<file path="src/design/calc_types_pkg.sv">
/*
 * calculator data types
 * digits, digit columns and register indices of the circulating stack
 */
`default_nettype none

package calc_types_pkg;

    // X, Y and two more stack registers share the loop
    localparam int NUM_REGS = 4;

    // one decimal digit
    typedef logic [3:0] bcd_t;

    // position of a register within a digit column
    typedef logic [1:0] reg_idx_t;

    // one digit of every register at the same digit position
    typedef bcd_t [NUM_REGS-1:0] column_t;

endpackage

`default_nettype wire

</file>
<file path="src/design/key_ctrl_pkg.sv">
/*
 * keyboard and sequencer encodings
 * key codes, column opcodes and command sequencer states
 */
`default_nettype none

package key_ctrl_pkg;

    // digit keys carry their own value as the code
    typedef enum logic [3:0] {
        KEY_0       = 4'd0,
        KEY_1       = 4'd1,
        KEY_2       = 4'd2,
        KEY_3       = 4'd3,
        KEY_4       = 4'd4,
        KEY_5       = 4'd5,
        KEY_6       = 4'd6,
        KEY_7       = 4'd7,
        KEY_8       = 4'd8,
        KEY_9       = 4'd9,
        KEY_ENTER   = 4'd10,
        KEY_ADD     = 4'd11,
        KEY_SUB     = 4'd12,
        KEY_CLR_ENT = 4'd13,
        KEY_CLR_ALL = 4'd14
    } key_t;

    // operation applied to every column over one circulation
    typedef enum logic [2:0] {
        OP_DIGIT,
        OP_DIGIT_NEW,
        OP_ENTER,
        OP_ADD,
        OP_SUB,
        OP_CLR_X,
        OP_CLR_ALL
    } op_t;

    typedef enum logic [1:0] {
        ST_IDLE,
        ST_WAIT_WORD,
        ST_EXECUTE
    } seq_state_t;

endpackage

`default_nettype wire

</file>
<file path="src/design/slot_timing_if.sv">
/*
 * slot timing bus
 * current register and digit column of the loop, plus column and word markers
 */
`default_nettype none

interface slot_timing_if #(
    parameter int NUM_DIGITS = 13
);
    import calc_types_pkg::*;

    localparam int COL_W = $clog2(NUM_DIGITS);

    reg_idx_t           reg_idx;
    logic [COL_W-1:0]   column;
    logic               word_start;
    logic               column_last;
    logic               word_last;

    modport source (output reg_idx, column, word_start, column_last, word_last);
    modport sink   (input  reg_idx, column, word_start, column_last, word_last);

endinterface

`default_nettype wire

</file>
<file path="src/design/calc_top.sv">
/*
 * calculator top level
 * keyboard debounce, sequencer and recirculating add/subtract register loop
 */
`default_nettype none

module calc_top #(
    parameter int NUM_DIGITS = 13,
    parameter int KEY_DELAY  = 100
) (
    input  wire                                     clk,
    input  wire                                     i_reset,
    input  wire key_ctrl_pkg::key_t                 i_key,
    input  wire                                     i_key_down,
    output logic                                    o_kbd_ack,
    output logic                                    o_kbd_lock,
    output logic                                    o_overflow,
    output calc_types_pkg::bcd_t [NUM_DIGITS-1:0]   o_reg_x,
    output calc_types_pkg::bcd_t [NUM_DIGITS-1:0]   o_reg_y
);
    import calc_types_pkg::*;
    import key_ctrl_pkg::*;

    logic       execute;
    op_t        op;
    bcd_t       op_digit;
    bcd_t       line_head;
    bcd_t       line_tail;
    column_t    column;
    logic       column_valid;

    slot_timing_if #(.NUM_DIGITS(NUM_DIGITS)) u_slot_if ();

    key_debounce #(.KEY_DELAY(KEY_DELAY)) u_key_debounce (
        .clk        (clk),
        .i_reset    (i_reset),
        .i_key_down (i_key_down),
        .o_kbd_ack  (o_kbd_ack)
    );

    timing_chain #(.NUM_DIGITS(NUM_DIGITS)) u_timing_chain (
        .clk     (clk),
        .i_reset (i_reset),
        .o_slot  (u_slot_if.source)
    );

    entry_sequencer u_entry_sequencer (
        .clk        (clk),
        .i_reset    (i_reset),
        .i_key      (i_key),
        .i_kbd_ack  (o_kbd_ack),
        .i_slot     (u_slot_if.sink),
        .o_execute  (execute),
        .o_op       (op),
        .o_digit    (op_digit),
        .o_kbd_lock (o_kbd_lock)
    );

    // delay line and column latch form one full circulation
    delay_line #(.NUM_DIGITS(NUM_DIGITS)) u_delay_line (
        .clk     (clk),
        .i_reset (i_reset),
        .i_digit (line_tail),
        .o_digit (line_head)
    );

    column_processor #(.NUM_DIGITS(NUM_DIGITS)) u_column_processor (
        .clk            (clk),
        .i_reset        (i_reset),
        .i_slot         (u_slot_if.sink),
        .i_execute      (execute),
        .i_op           (op),
        .i_digit        (op_digit),
        .i_line_digit   (line_head),
        .o_line_digit   (line_tail),
        .o_column       (column),
        .o_column_valid (column_valid),
        .o_overflow     (o_overflow)
    );

    register_readout #(.NUM_DIGITS(NUM_DIGITS)) u_register_readout (
        .clk            (clk),
        .i_reset        (i_reset),
        .i_slot         (u_slot_if.sink),
        .i_column       (column),
        .i_column_valid (column_valid),
        .o_reg_x        (o_reg_x),
        .o_reg_y        (o_reg_y)
    );

endmodule

`default_nettype wire

</file>
<file path="src/design/column_processor.sv">
/*
 * column processor
 * gathers each digit column, applies the command serially LSD first, drains it back
 */
`default_nettype none

module column_processor #(
    parameter int NUM_DIGITS = 13
) (
    input  wire                         clk,
    input  wire                         i_reset,
    slot_timing_if.sink                 i_slot,
    input  wire                         i_execute,
    input  wire key_ctrl_pkg::op_t      i_op,
    input  wire calc_types_pkg::bcd_t   i_digit,
    input  wire calc_types_pkg::bcd_t   i_line_digit,
    output calc_types_pkg::bcd_t        o_line_digit,
    output calc_types_pkg::column_t     o_column,
    output logic                        o_column_valid,
    output logic                        o_overflow
);
    import calc_types_pkg::*;
    import key_ctrl_pkg::*;

    localparam int COL_W = $clog2(NUM_DIGITS);

    // stack positions within a column
    localparam int REG_X = 0;
    localparam int REG_Y = 1;
    localparam int REG_Z = 2;
    localparam int REG_T = 3;

    column_t    latch_q;
    column_t    col_in;
    column_t    col_out;
    logic       first_col;
    logic       last_col;
    logic       carry_q;
    logic       carry_in;
    logic       carry_out;
    bcd_t       shift_q;
    bcd_t       shift_in;
    logic [4:0] sum;
    logic [4:0] diff;

    // in a column-last slot the line head is the top register of the column
    assign col_in = {i_line_digit, latch_q[NUM_REGS-2:0]};

    assign first_col = (i_slot.column == '0);
    assign last_col  = (i_slot.column == COL_W'(NUM_DIGITS - 1));

    // carry and shifted digit come from the previous column
    assign carry_in = first_col ? 1'b0 : carry_q;
    assign shift_in = first_col ? i_digit : shift_q;

    assign sum  = 5'(col_in[REG_Y]) + 5'(col_in[REG_X]) + 5'(carry_in);
    assign diff = 5'(col_in[REG_Y]) - 5'(col_in[REG_X]) - 5'(carry_in);

    always_comb begin
        col_out   = col_in;
        carry_out = 1'b0;
        if (i_execute) begin
            case (i_op)
                OP_DIGIT_NEW: col_out[REG_X] = first_col ? i_digit : 4'd0;
                OP_DIGIT:     col_out[REG_X] = shift_in;
                OP_ENTER: begin
                    col_out[REG_T] = col_in[REG_Z];
                    col_out[REG_Z] = col_in[REG_Y];
                    col_out[REG_Y] = col_in[REG_X];
                end
                OP_ADD: begin
                    carry_out      = (sum > 5'd9);
                    col_out[REG_X] = carry_out ? 4'(sum - 5'd10) : sum[3:0];
                    col_out[REG_Y] = col_in[REG_Z];
                    col_out[REG_Z] = col_in[REG_T];
                end
                OP_SUB: begin
                    // negative difference wraps to ten's complement with a borrow
                    carry_out      = diff[4];
                    col_out[REG_X] = carry_out ? 4'(diff + 5'd10) : diff[3:0];
                    col_out[REG_Y] = col_in[REG_Z];
                    col_out[REG_Z] = col_in[REG_T];
                end
                OP_CLR_X:   col_out[REG_X] = '0;
                OP_CLR_ALL: col_out = '0;
                default: ;
            endcase
        end
    end

    // each latch slot is drained to the line as the next column fills it
    always_ff @(posedge clk) begin
        if (i_reset) begin
            latch_q    <= '0;
            carry_q    <= 1'b0;
            o_overflow <= 1'b0;
        end else if (i_slot.column_last) begin
            latch_q <= col_out;
            if (i_execute) begin
                carry_q <= carry_out;
                if (last_col) begin
                    case (i_op)
                        OP_ADD, OP_SUB:       o_overflow <= carry_out;
                        OP_CLR_X, OP_CLR_ALL: o_overflow <= 1'b0;
                        default: ;
                    endcase
                end
            end
        end else begin
            latch_q[i_slot.reg_idx] <= i_line_digit;
        end
    end

    // X digit shifted up one position for digit entry
    always_ff @(posedge clk) begin
        if (i_slot.column_last && i_execute) begin
            shift_q <= col_in[REG_X];
        end
    end

    assign o_line_digit   = latch_q[i_slot.reg_idx];
    assign o_column       = col_out;
    assign o_column_valid = i_slot.column_last;

    a_bcd_digit : assert property (@(posedge clk) disable iff (i_reset)
        o_line_digit <= 4'd9)
        else $error("digit written to delay line is not BCD");

endmodule

`default_nettype wire

</file>
<file path="src/design/delay_line.sv">
/*
 * recirculating delay line
 * digit shift memory holding all but one column of the register loop
 */
`default_nettype none

module delay_line #(
    parameter int NUM_DIGITS = 13
) (
    input  wire                     clk,
    input  wire                     i_reset,
    input  wire calc_types_pkg::bcd_t i_digit,
    output calc_types_pkg::bcd_t    o_digit
);
    import calc_types_pkg::*;

    // the column latch in the processor supplies the remaining NUM_REGS slots
    localparam int DEPTH = NUM_REGS * (NUM_DIGITS - 1);

    bcd_t line_q [DEPTH];

    always_ff @(posedge clk) begin
        if (i_reset) begin
            for (int i = 0; i < DEPTH; i++) begin
                line_q[i] <= '0;
            end
        end else begin
            line_q[0] <= i_digit;
            for (int i = 1; i < DEPTH; i++) begin
                line_q[i] <= line_q[i - 1];
            end
        end
    end

    assign o_digit = line_q[DEPTH - 1];

endmodule

`default_nettype wire

</file>
<file path="src/design/entry_sequencer.sv">
/*
 * entry sequencer
 * latches an acknowledged key, waits for the word start and runs one circulation
 */
`default_nettype none

module entry_sequencer (
    input  wire                         clk,
    input  wire                         i_reset,
    input  wire key_ctrl_pkg::key_t     i_key,
    input  wire                         i_kbd_ack,
    slot_timing_if.sink                 i_slot,
    output logic                        o_execute,
    output key_ctrl_pkg::op_t           o_op,
    output calc_types_pkg::bcd_t        o_digit,
    output logic                        o_kbd_lock
);
    import calc_types_pkg::*;
    import key_ctrl_pkg::*;

    seq_state_t state_q;
    logic       new_entry_q;
    logic       key_is_digit;
    op_t        key_op;
    op_t        op_q;
    bcd_t       digit_q;

    assign key_is_digit = (i_key <= KEY_9);

    always_comb begin
        case (i_key)
            KEY_ENTER:   key_op = OP_ENTER;
            KEY_ADD:     key_op = OP_ADD;
            KEY_SUB:     key_op = OP_SUB;
            KEY_CLR_ENT: key_op = OP_CLR_X;
            KEY_CLR_ALL: key_op = OP_CLR_ALL;
            // a digit after a function key starts a fresh X
            default:     key_op = new_entry_q ? OP_DIGIT_NEW : OP_DIGIT;
        endcase
    end

    always_ff @(posedge clk) begin
        if (i_reset) begin
            state_q     <= ST_IDLE;
            new_entry_q <= 1'b1;
        end else begin
            case (state_q)
                ST_IDLE: begin
                    // acknowledges under the lock never reach here
                    if (i_kbd_ack) begin
                        state_q     <= ST_WAIT_WORD;
                        new_entry_q <= !key_is_digit;
                    end
                end
                ST_WAIT_WORD: begin
                    // the slot after word last is the word start
                    if (i_slot.word_last) begin
                        state_q <= ST_EXECUTE;
                    end
                end
                ST_EXECUTE: begin
                    if (i_slot.word_last) begin
                        state_q <= ST_IDLE;
                    end
                end
                default: state_q <= ST_IDLE;
            endcase
        end
    end

    // command latch
    always_ff @(posedge clk) begin
        if (state_q == ST_IDLE && i_kbd_ack) begin
            op_q    <= key_op;
            digit_q <= bcd_t'(i_key);
        end
    end

    assign o_execute  = (state_q == ST_EXECUTE);
    assign o_kbd_lock = (state_q != ST_IDLE);
    assign o_op       = op_q;
    assign o_digit    = digit_q;

    // execution starts on the first slot of a word
    a_exec_aligned : assert property (@(posedge clk) disable iff (i_reset)
        $rose(o_execute) |-> i_slot.word_start)
        else $error("execute did not start at word start");

endmodule

`default_nettype wire

</file>
<file path="src/design/key_debounce.sv">
/*
 * key debounce timer
 * gives one acknowledge pulse once a key has been held for KEY_DELAY cycles
 */
`default_nettype none

module key_debounce #(
    parameter int KEY_DELAY = 100
) (
    input  wire     clk,
    input  wire     i_reset,
    input  wire     i_key_down,
    output logic    o_kbd_ack
);

    localparam int CNT_W = $clog2(KEY_DELAY + 1);

    logic [CNT_W-1:0] hold_cnt;

    // counter parks at KEY_DELAY until the key comes up again
    always_ff @(posedge clk) begin
        if (i_reset) begin
            hold_cnt  <= '0;
            o_kbd_ack <= 1'b0;
        end else if (!i_key_down) begin
            hold_cnt  <= '0;
            o_kbd_ack <= 1'b0;
        end else begin
            if (hold_cnt != CNT_W'(KEY_DELAY)) begin
                hold_cnt <= hold_cnt + 1'b1;
            end
            o_kbd_ack <= (hold_cnt == CNT_W'(KEY_DELAY - 1));
        end
    end

    a_single_ack : assert property (@(posedge clk) disable iff (i_reset)
        o_kbd_ack |=> !o_kbd_ack)
        else $error("keyboard acknowledge held for more than one cycle");

endmodule

`default_nettype wire

</file>
<file path="src/design/register_readout.sv">
/*
 * register readout
 * collects the X and Y digits of each processed column into packed BCD words
 */
`default_nettype none

module register_readout #(
    parameter int NUM_DIGITS = 13
) (
    input  wire                                     clk,
    input  wire                                     i_reset,
    slot_timing_if.sink                             i_slot,
    input  wire calc_types_pkg::column_t            i_column,
    input  wire                                     i_column_valid,
    output calc_types_pkg::bcd_t [NUM_DIGITS-1:0]   o_reg_x,
    output calc_types_pkg::bcd_t [NUM_DIGITS-1:0]   o_reg_y
);

    // register 0 is X, register 1 is Y
    always_ff @(posedge clk) begin
        if (i_reset) begin
            o_reg_x <= '0;
            o_reg_y <= '0;
        end else if (i_column_valid) begin
            o_reg_x[i_slot.column] <= i_column[0];
            o_reg_y[i_slot.column] <= i_column[1];
        end
    end

endmodule

`default_nettype wire

</file>
<file path="src/design/timing_chain.sv">
/*
 * timing chain
 * counts digit slots of the loop, register index fastest, then digit column
 */
`default_nettype none

module timing_chain #(
    parameter int NUM_DIGITS = 13
) (
    input  wire             clk,
    input  wire             i_reset,
    slot_timing_if.source   o_slot
);
    import calc_types_pkg::*;

    localparam int COL_W = $clog2(NUM_DIGITS);

    reg_idx_t           reg_idx_q;
    logic [COL_W-1:0]   column_q;
    logic               reg_last;
    logic               col_last;

    assign reg_last = (reg_idx_q == reg_idx_t'(NUM_REGS - 1));
    assign col_last = (column_q == COL_W'(NUM_DIGITS - 1));

    // free running, one slot per cycle
    always_ff @(posedge clk) begin
        if (i_reset) begin
            reg_idx_q <= '0;
            column_q  <= '0;
        end else if (reg_last) begin
            reg_idx_q <= '0;
            column_q  <= col_last ? '0 : column_q + 1'b1;
        end else begin
            reg_idx_q <= reg_idx_q + 1'b1;
        end
    end

    assign o_slot.reg_idx     = reg_idx_q;
    assign o_slot.column      = column_q;
    assign o_slot.word_start  = (reg_idx_q == '0) && (column_q == '0);
    assign o_slot.column_last = reg_last;
    assign o_slot.word_last   = reg_last && col_last;

    // a word ends and the next begins at register 0 of column 0
    a_word_wrap : assert property (@(posedge clk) disable iff (i_reset)
        o_slot.word_last |=> o_slot.word_start)
        else $error("word start does not follow word last");

endmodule

`default_nettype wire

</file>
<file path="config.mk">
export PLATFORM = sky130hd
export DESIGN_NAME = calc_top
export DESIGN_NICKNAME = d
export VERILOG_FILES = /design/src/design/calc_types_pkg.sv /design/src/design/key_ctrl_pkg.sv /design/src/design/slot_timing_if.sv /design/src/design/calc_top.sv /design/src/design/column_processor.sv /design/src/design/delay_line.sv /design/src/design/entry_sequencer.sv /design/src/design/key_debounce.sv /design/src/design/register_readout.sv /design/src/design/timing_chain.sv
export SDC_FILE = /design/constraint.sdc
export NUM_CORES = 1
export LEC_CHECK = 0
export ABC_AREA = 1
export BUFFER_PORTS_ARGS = -buffer_cell sky130_fd_sc_hd__buf_2
export CAP_MARGIN = 20
export CORE_MARGIN = 2
export CORE_UTILIZATION = 53
export DETAILED_ROUTE_END_ITERATION = 8
export PLACE_DENSITY = 0.75
export SLEW_MARGIN = 15
export SYNTH_ARGS = -nofsm -noshare
export SYNTH_HDL_FRONTEND = slang
export SYNTH_SLANG_ARGS = --single-unit
</file>
<file path="constraint.sdc">
create_clock -name clk -period 3.49 [get_ports clk]
set_clock_uncertainty 0.2 [all_clocks]
set_input_delay 0.5235 -clock clk [delete_from_list [all_inputs] [get_ports clk]]
set_output_delay 0.5235 -clock clk [all_outputs]
set_load 0.02 [all_outputs]
</file>
== Yosys cells after proc, flatten, opt, wreduce, memory -nomap -nowiden ==
Memory sizes are Yosys's and may differ from the RTL's.
Cells that the tools add are included.
Word-level totals
  flip-flop bits (word level): 150
  bits in writable memories: 192
  input port bits: 7
  output and inout port bits: 107
  word-level logic and storage cells: 227
  memories kept: 1
Operators by class
  add/subtract/negate cells: 9
  $lt $le $gt $ge: 6
  equality and inequality tests: 22
  muxes and demuxes: 79
  bitwise gates (word level): 49
  reduce and logical (&&, ||, !) cells: 20
Memory list
  u_delay_line.line_q: depth 48, width 4, read ports 48, clocked after memory_dff 0, write ports 48, line delay_line.sv:20  | bcd_t line_q [DEPTH];
Operator list (number)
  4-bit 2-to-1 mux: 56
  52-bit bitwise mux: 2
  1-bit bitwise OR: 48
  16-bit 2-to-1 mux: 2
  4-bit == test (second input constant): 6
  8-bit case mux with 3 select lines: 1
  4-bit case mux with 5 select lines: 1
  16-bit bitwise mux: 1
  4-bit demux with 4-bit select: 1
  3-bit case mux with 5 select lines: 1
  3-bit == test (second input constant): 3
  4-bit binary-select mux with 2-bit select: 1
  4-bit demux with 2-bit select: 1
  4-bit case mux with 2 select lines: 1
  2-bit OR reduction: 4
  7-bit by 1-bit adder with 7-bit output (second input constant): 1
  7-bit == test (second input constant): 1
  7-bit inequality test (second input constant): 1
  3-bit by 2-bit == test with 1-bit output (second input constant): 2
  2-bit 2-to-1 mux: 3
  2-bit case mux with 3 select lines: 1
  2-bit AND reduction: 3
  4-bit by 4-bit adder with 5-bit output: 1
  5-bit by 1-bit adder with 5-bit output: 1
  other kinds (29): 42

== Longest topological paths before layout ==
  word-level depth: 8
  depth in mapped cells: 22
  depth with buffers taken out: 21

== By module ==
Synthesis repeated with hierarchy kept, for this count alone.
Unflattened totals
  cell total of the unflattened synthesis: 1693
  area, all modules: 13206.4 sq um
By module, submodules not included
  delay_line: times used 1, cells each 601, area an instance 5545.3 sq um, sequential area each 3843.7 sq um
  register_readout: times used 1, cells each 618, area an instance 4347.9 sq um, sequential area each 2082.0 sq um
  column_processor: times used 1, cells each 333, area an instance 2194.6 sq um, sequential area each 480.5 sq um
  key_debounce: times used 1, cells each 63, area an instance 414.1 sq um, sequential area each 160.2 sq um
  entry_sequencer: times used 1, cells each 39, area an instance 401.6 sq um, sequential area each 270.3 sq um
  timing_chain: times used 1, cells each 39, area an instance 302.8 sq um, sequential area each 120.1 sq um

== Worst setup path before layout ==
No wires, ideal clock.
  path kind: flip-flop to flip-flop
  start point: reg u_timing_chain.column_q[0], in the netlist u_timing_chain.o_slot.column[0]
  end point: reg u_register_readout.o_reg_x[2] (netlist name)
  library setup time: 0.135 ns
  arrival time: 3.026 ns
  data required time: 3.155 ns
  setup slack: 0.130 ns
  stages on the path, launching flop included: 19
  buffers on the path: 1
  clock period less this slack: 3.360 ns
  cells stage by stage: dfxtp_1 > inv_1 > ha_1 > inv_1 > nor2_4 > nor2_1 > inv_1 > fa_1 > fa_1 > xnor2_1 > inv_1 > ha_1 > nand2_1 > o21ai_0 > nand2_1 > nand3_2 > nand2_2 > buf_6 > a21oi_1
Between the ends
  word-level cells in the longest chain between the ends: 8
  elaborated cells on any way between the ends: 19
  those cells by class: 4 x add/sub; 3 x order compare; 10 x mux; 2 x reduce/logical
RTL lines
  start: declaration: line timing_chain.sv:19  | logic [COL_W-1:0] column_q;
  start signal: assignment: line timing_chain.sv:33  | column_q <= col_last ? '0 : column_q + 1'b1;
  4-bit zero test
  1-bit 2-to-1 mux: line column_processor.sv:53  | assign carry_in = first_col ? 1'b0 : carry_q;
  5-bit by 1-bit subtractor with 5-bit output / 5-bit by 1-bit adder with 5-bit output (equally long branches): line column_processor.sv:57, column_processor.sv:56
  4-bit adder, or another cell as far along: line column_processor.sv:80  | col_out[REG_X] = carry_out ? 4'(diff + 5'd10) : diff[3:0];
  4-bit 2-to-1 mux (on tied branches): line column_processor.sv:80, column_processor.sv:73
  4-bit case mux with 5 select lines: line column_processor.sv:63  | case (i_op)
  16-bit 2-to-1 mux: line column_processor.sv:62  | if (i_execute) begin
  52-bit bitwise mux (*): line register_readout.sv:25  | o_reg_x[i_slot.column] <= i_column[0];
  end signal: indexed assignment: line register_readout.sv:25
  end: declaration: line register_readout.sv:15  | output calc_types_pkg::bcd_t [NUM_DIGITS-1:0] o_reg_x,
Mark *: on every way between the ends. The rest lies on a longest branch, timed or not. The select of a mux whose other input is x is not followed.
A chain may end at the register's enable or synchronous reset.

== Worst setup path after layout ==
  start point: reg u_timing_chain.column_q[2], in the netlist u_timing_chain.o_slot.column[2]
  end point: reg u_register_readout.o_reg_x[49] (netlist name)
The elaborated chain is that of the path after synthesis.

==> impl_results.md <==
* PD cells at 599 mW/mm²
* Syn Inst Count at 1381
* Global route total overflow at 0
* Min cycle time layout at 3.29 ns
* Initial core utilization at 0.543
* DPL Wire Length at 15.9 mm
* Later-pin clock latency in the skew report at 0.52 ns
* Area of the multi-input gates at 0.00384 mm²
* Max Buffers Root-to-Sink at 3
* R2R depth at 19
* Final setup violation count at 0
* Mapped Area at 0.0119 mm²
* First-pass GRT wire length at 40.5 mm
* Die ar. at 0.0237 mm²
* CTS Buf Count at 34
* First drt pass iteration count at 5
* Via density per instance at 4.94
* Final Max Slew Viols at 0
* Clock share of power at 0.448
* Post-synth top area cell: dfxtp_1
* Port Buffers at 113
* Main synth FF type: dfxtp_1
* Logic pwr share at 0.078
* Synth area leaders: dfxtp_1 (56%), inv_1 (7.8%), nor2_1 (7.3%)
* Yosys top cell area share at 0.556
* RePlAce Congestion at 0.898
* Layout fillers at 1767
* Number of synthesized flops with an enable pin at 11
* CTS tree: built
* Hold path depth at 1
* CP max FO at 7
* Initial antenna violation count at 0
* Synth async-reset ratio at 0
* Worst path max stage delay at 0.57 ns
* DR iter-0 viols at 554
* Number of synthesized register bits at 342
* FF+latch area at 0.00696 mm²
* Worst R2R End: u_register_readout.o_reg_x[49]
* Largest net degree at the start of global routing at 73
* P&R area growth vs syn at 18.5%
* Most frequent cells after synthesis: dfxtp_1 (331), inv_1 (246), nor2_1 (232)
* Syn Nets at 1411
* VDD IR max at 0.466 mV
* CP Data Arrival Time at 3.47 ns
* Remaining DRCs at 0
* Min-delay src: i_key[3]
* Leak pwr at 5.87 nW
* Vias in the first global route at 8386
* ANT nets after route at 0
* Core ar. at 0.0220 mm²
* Placed insts at 1742
* Clock Tree Root: clkbuf_16
* Post-CTS setup buffer count at 0
* Post-route setup slack at 0.202 ns
* Via Count at 8918
* Mean Syn Cell Area at 8.63 µm²
* Fin crit share at 0.942
* ANT cells at 0
* Most frequent cell after synthesis: dfxtp_1
* Hold Crit Class: primary input to flip-flop
* Layout cells sized above 1 at 0.188
* CTS sink count at 342
* Reg2Reg Setup Slack at 0.20 ns
* CP Class: flip-flop to flip-flop
* End of the worst hold path: u_entry_sequencer.o_digit[3]
* DP Worst Slack at -0.0717 ns
* Boundary pin count at 114
* CP Launch Type: flip-flop
* Slew HR at 0.462
* RSZ-0062 raised after global routing: false
* Status: finished clean
* Total Routing Usage GR at 0.206
* Crit-path cells: inv_2 -> nand2_4 -> nor2_4 -> nor2_4 -> fa_2 -> fa_2 -> inv_1 -> ha_1 -> inv_1 -> nor2_1 -> a21oi_1 -> nand2_1 -> nand2_2 -> nand2_1 -> nand3_2 -> nand3_2 -> nand2_4 -> buf_12 -> o21ai_0
* Critical path's top delay family: adder cells
* Fmax at 0.304 GHz
* Worst Tran Pin Value at 0.807 ns
* Switching share of power at 0.237
* Cts hold-fix bufs at 0
* R2R Path Start: u_timing_chain.o_slot.column[2]
* Endpoint type of the worst setup path: flip-flop
* Worst Path Required at 3.67 ns
* CP max-delay cell: fa_2
* Die Ht at 154 µm
* Final Non-Filler Cells at 1807
* Max_cap viols at 0
* Worst Path Buf+Inv at 4
* Reg power frac at 0.474
* H-tree depth at 2
* Register area share after synthesis at 0.584
* Clk slew on worst S/H paths at 0.06 ns
* Unique masters post-synth at 39
* Rows at 54
* Total Wirelength at 24.9 mm
* DR WL/cell at 13.8 µm
* Net Sw Power at 2.00 mW
* Die X at 154 µm
* Final Hold Fails at 0
* Number of synthesis warnings at 0
* Final hold slack at 0.0553 ns
* Fin nets at 1531
* Internal Power at 6.45 mW
==> per-stage QoR <==
stage / setup TNS [ns] / instance area (µm²) / power [mW] / utilization
finish: 0 / 14100 / 8.45 / 0.643
floorplan: 0 / 11900 / 4.54 / -
detailed placement: -1.54 / 12800 / 4.68 / 0.581
global placement: 0 / 12800 / 4.67 / 0.581
global route: 0 / 14100 / 8.74 / 0.643
CTS: 0 / 14000 / 8.45 / 0.637
==> logic make-up (layout without fill, tap and decap cells) <==
group           Yosys count  after routing  share of synthesized area
compound gates          293            293                      0.143
xor+xnor                  4              4                    0.00294
fa+ha+maj                23             23                     0.0267
buf+inv                 315            459                      0.105
flops                   342            342                      0.584
simple gates            404            406                      0.139
==> state kept, by name, indices dropped and copies added, names as in the netlist, 4 cells and up <==
name and flops:
u_column_processor.col_in 12, u_column_processor.latch_q 4, u_column_processor.shift_q 4, u_delay_line.line_q 192, u_entry_sequencer.o_digit 4, u_key_debounce.hold_cnt 7
u_register_readout.o_reg_x 52, u_register_readout.o_reg_y 52, u_timing_chain.o_slot.column 4
==> worst register-to-register path, stage by stage, from the launching register on <==
cell and delay [ns]:
dfxtp_1 0.33, inv_2 0.12, nand2_4 0.09, nor2_4 0.17, nor2_4 0.06, fa_2 0.39
fa_2 0.57, inv_1 0.06, ha_1 0.19, inv_1 0.08, nor2_1 0.04, a21oi_1 0.11
nand2_1 0.10, nand2_2 0.11, nand2_1 0.08, nand3_2 0.07, nand3_2 0.10, nand2_4 0.12
buf_12 0.12, o21ai_0 0.06
==> power by group through the flow <==
stage	logic, mW	registers [mW]	clock network, mW
6_report	0.658	4.01	3.78
5_1_grt	0.729	4.01	4.00
4_1_cts	0.596	4.01	3.84
3_5_place_dp	0.587	4.09	0
3_3_place_gp	0.579	4.09	0
2_1_floorplan	0.452	4.09	0
==> layout by cell type (no fill, tap or decap), types with 6 or more instances in the layout <==
cell type  instances
a21oi_1           93
a21oi_2           44
a22oi_1            8
a31oi_1            7
buf_2            112
buf_4             26
clkbuf_16         37
clkbuf_8          10
dfxtp_1          331
edfxtp_1          11
ha_1              18
inv_1            241
inv_2             14
nand2_1          107
nand2_4            6
nand3_1           30
nand4_1            7
nor2_1           231
nor3_1             7
o21ai_0          128
==> per-layer routing <==
metal,up-vias,global-route usage,part of all wire
li1,4533,-,-
met1,4094,0.263,0.44
met2,231,0.350,0.48
met3,60,0.0361,0.050
met4,0,0.0797,0.029
met5,-,0,0
==> final cells by class <==
type | instances | area share
clock buffer | 50 | 0.0746
clock inverter | 12 | 0.0102
inverter | 256 | 0.0681
multi-input combinational | 726 | 0.272
sequential | 342 | 0.493
tap | 280 | 0.0248
timing repair buffer | 141 | 0.0575
==> timing repair <==
action,in CTS,in global routing
setup endpoints to repair,29,42
gates resized for setup,5,23
pin swaps,1,10
gates cloned,1,2
==> worst max path at each step <==
stage,from,cells past startpoint,to,slack [ns]
5_1_grt,u_timing_chain.o_slot.column[3],19,u_register_readout.o_reg_x[49],0.02
4_1_cts,u_timing_chain.o_slot.column[0],18,u_register_readout.o_reg_x[49],0.02
6_report,u_timing_chain.o_slot.column[2],19,u_register_readout.o_reg_x[49],0.20
3_5_place_dp,u_timing_chain.o_slot.column[0],19,u_register_readout.o_reg_x[35],-0.07
3_3_place_gp,u_timing_chain.o_slot.column[0],19,u_register_readout.o_reg_x[51],0.0009
2_1_floorplan,u_timing_chain.o_slot.column[0],18,u_register_readout.o_reg_x[2],0.13
Power figures use the tool's default switching activity.
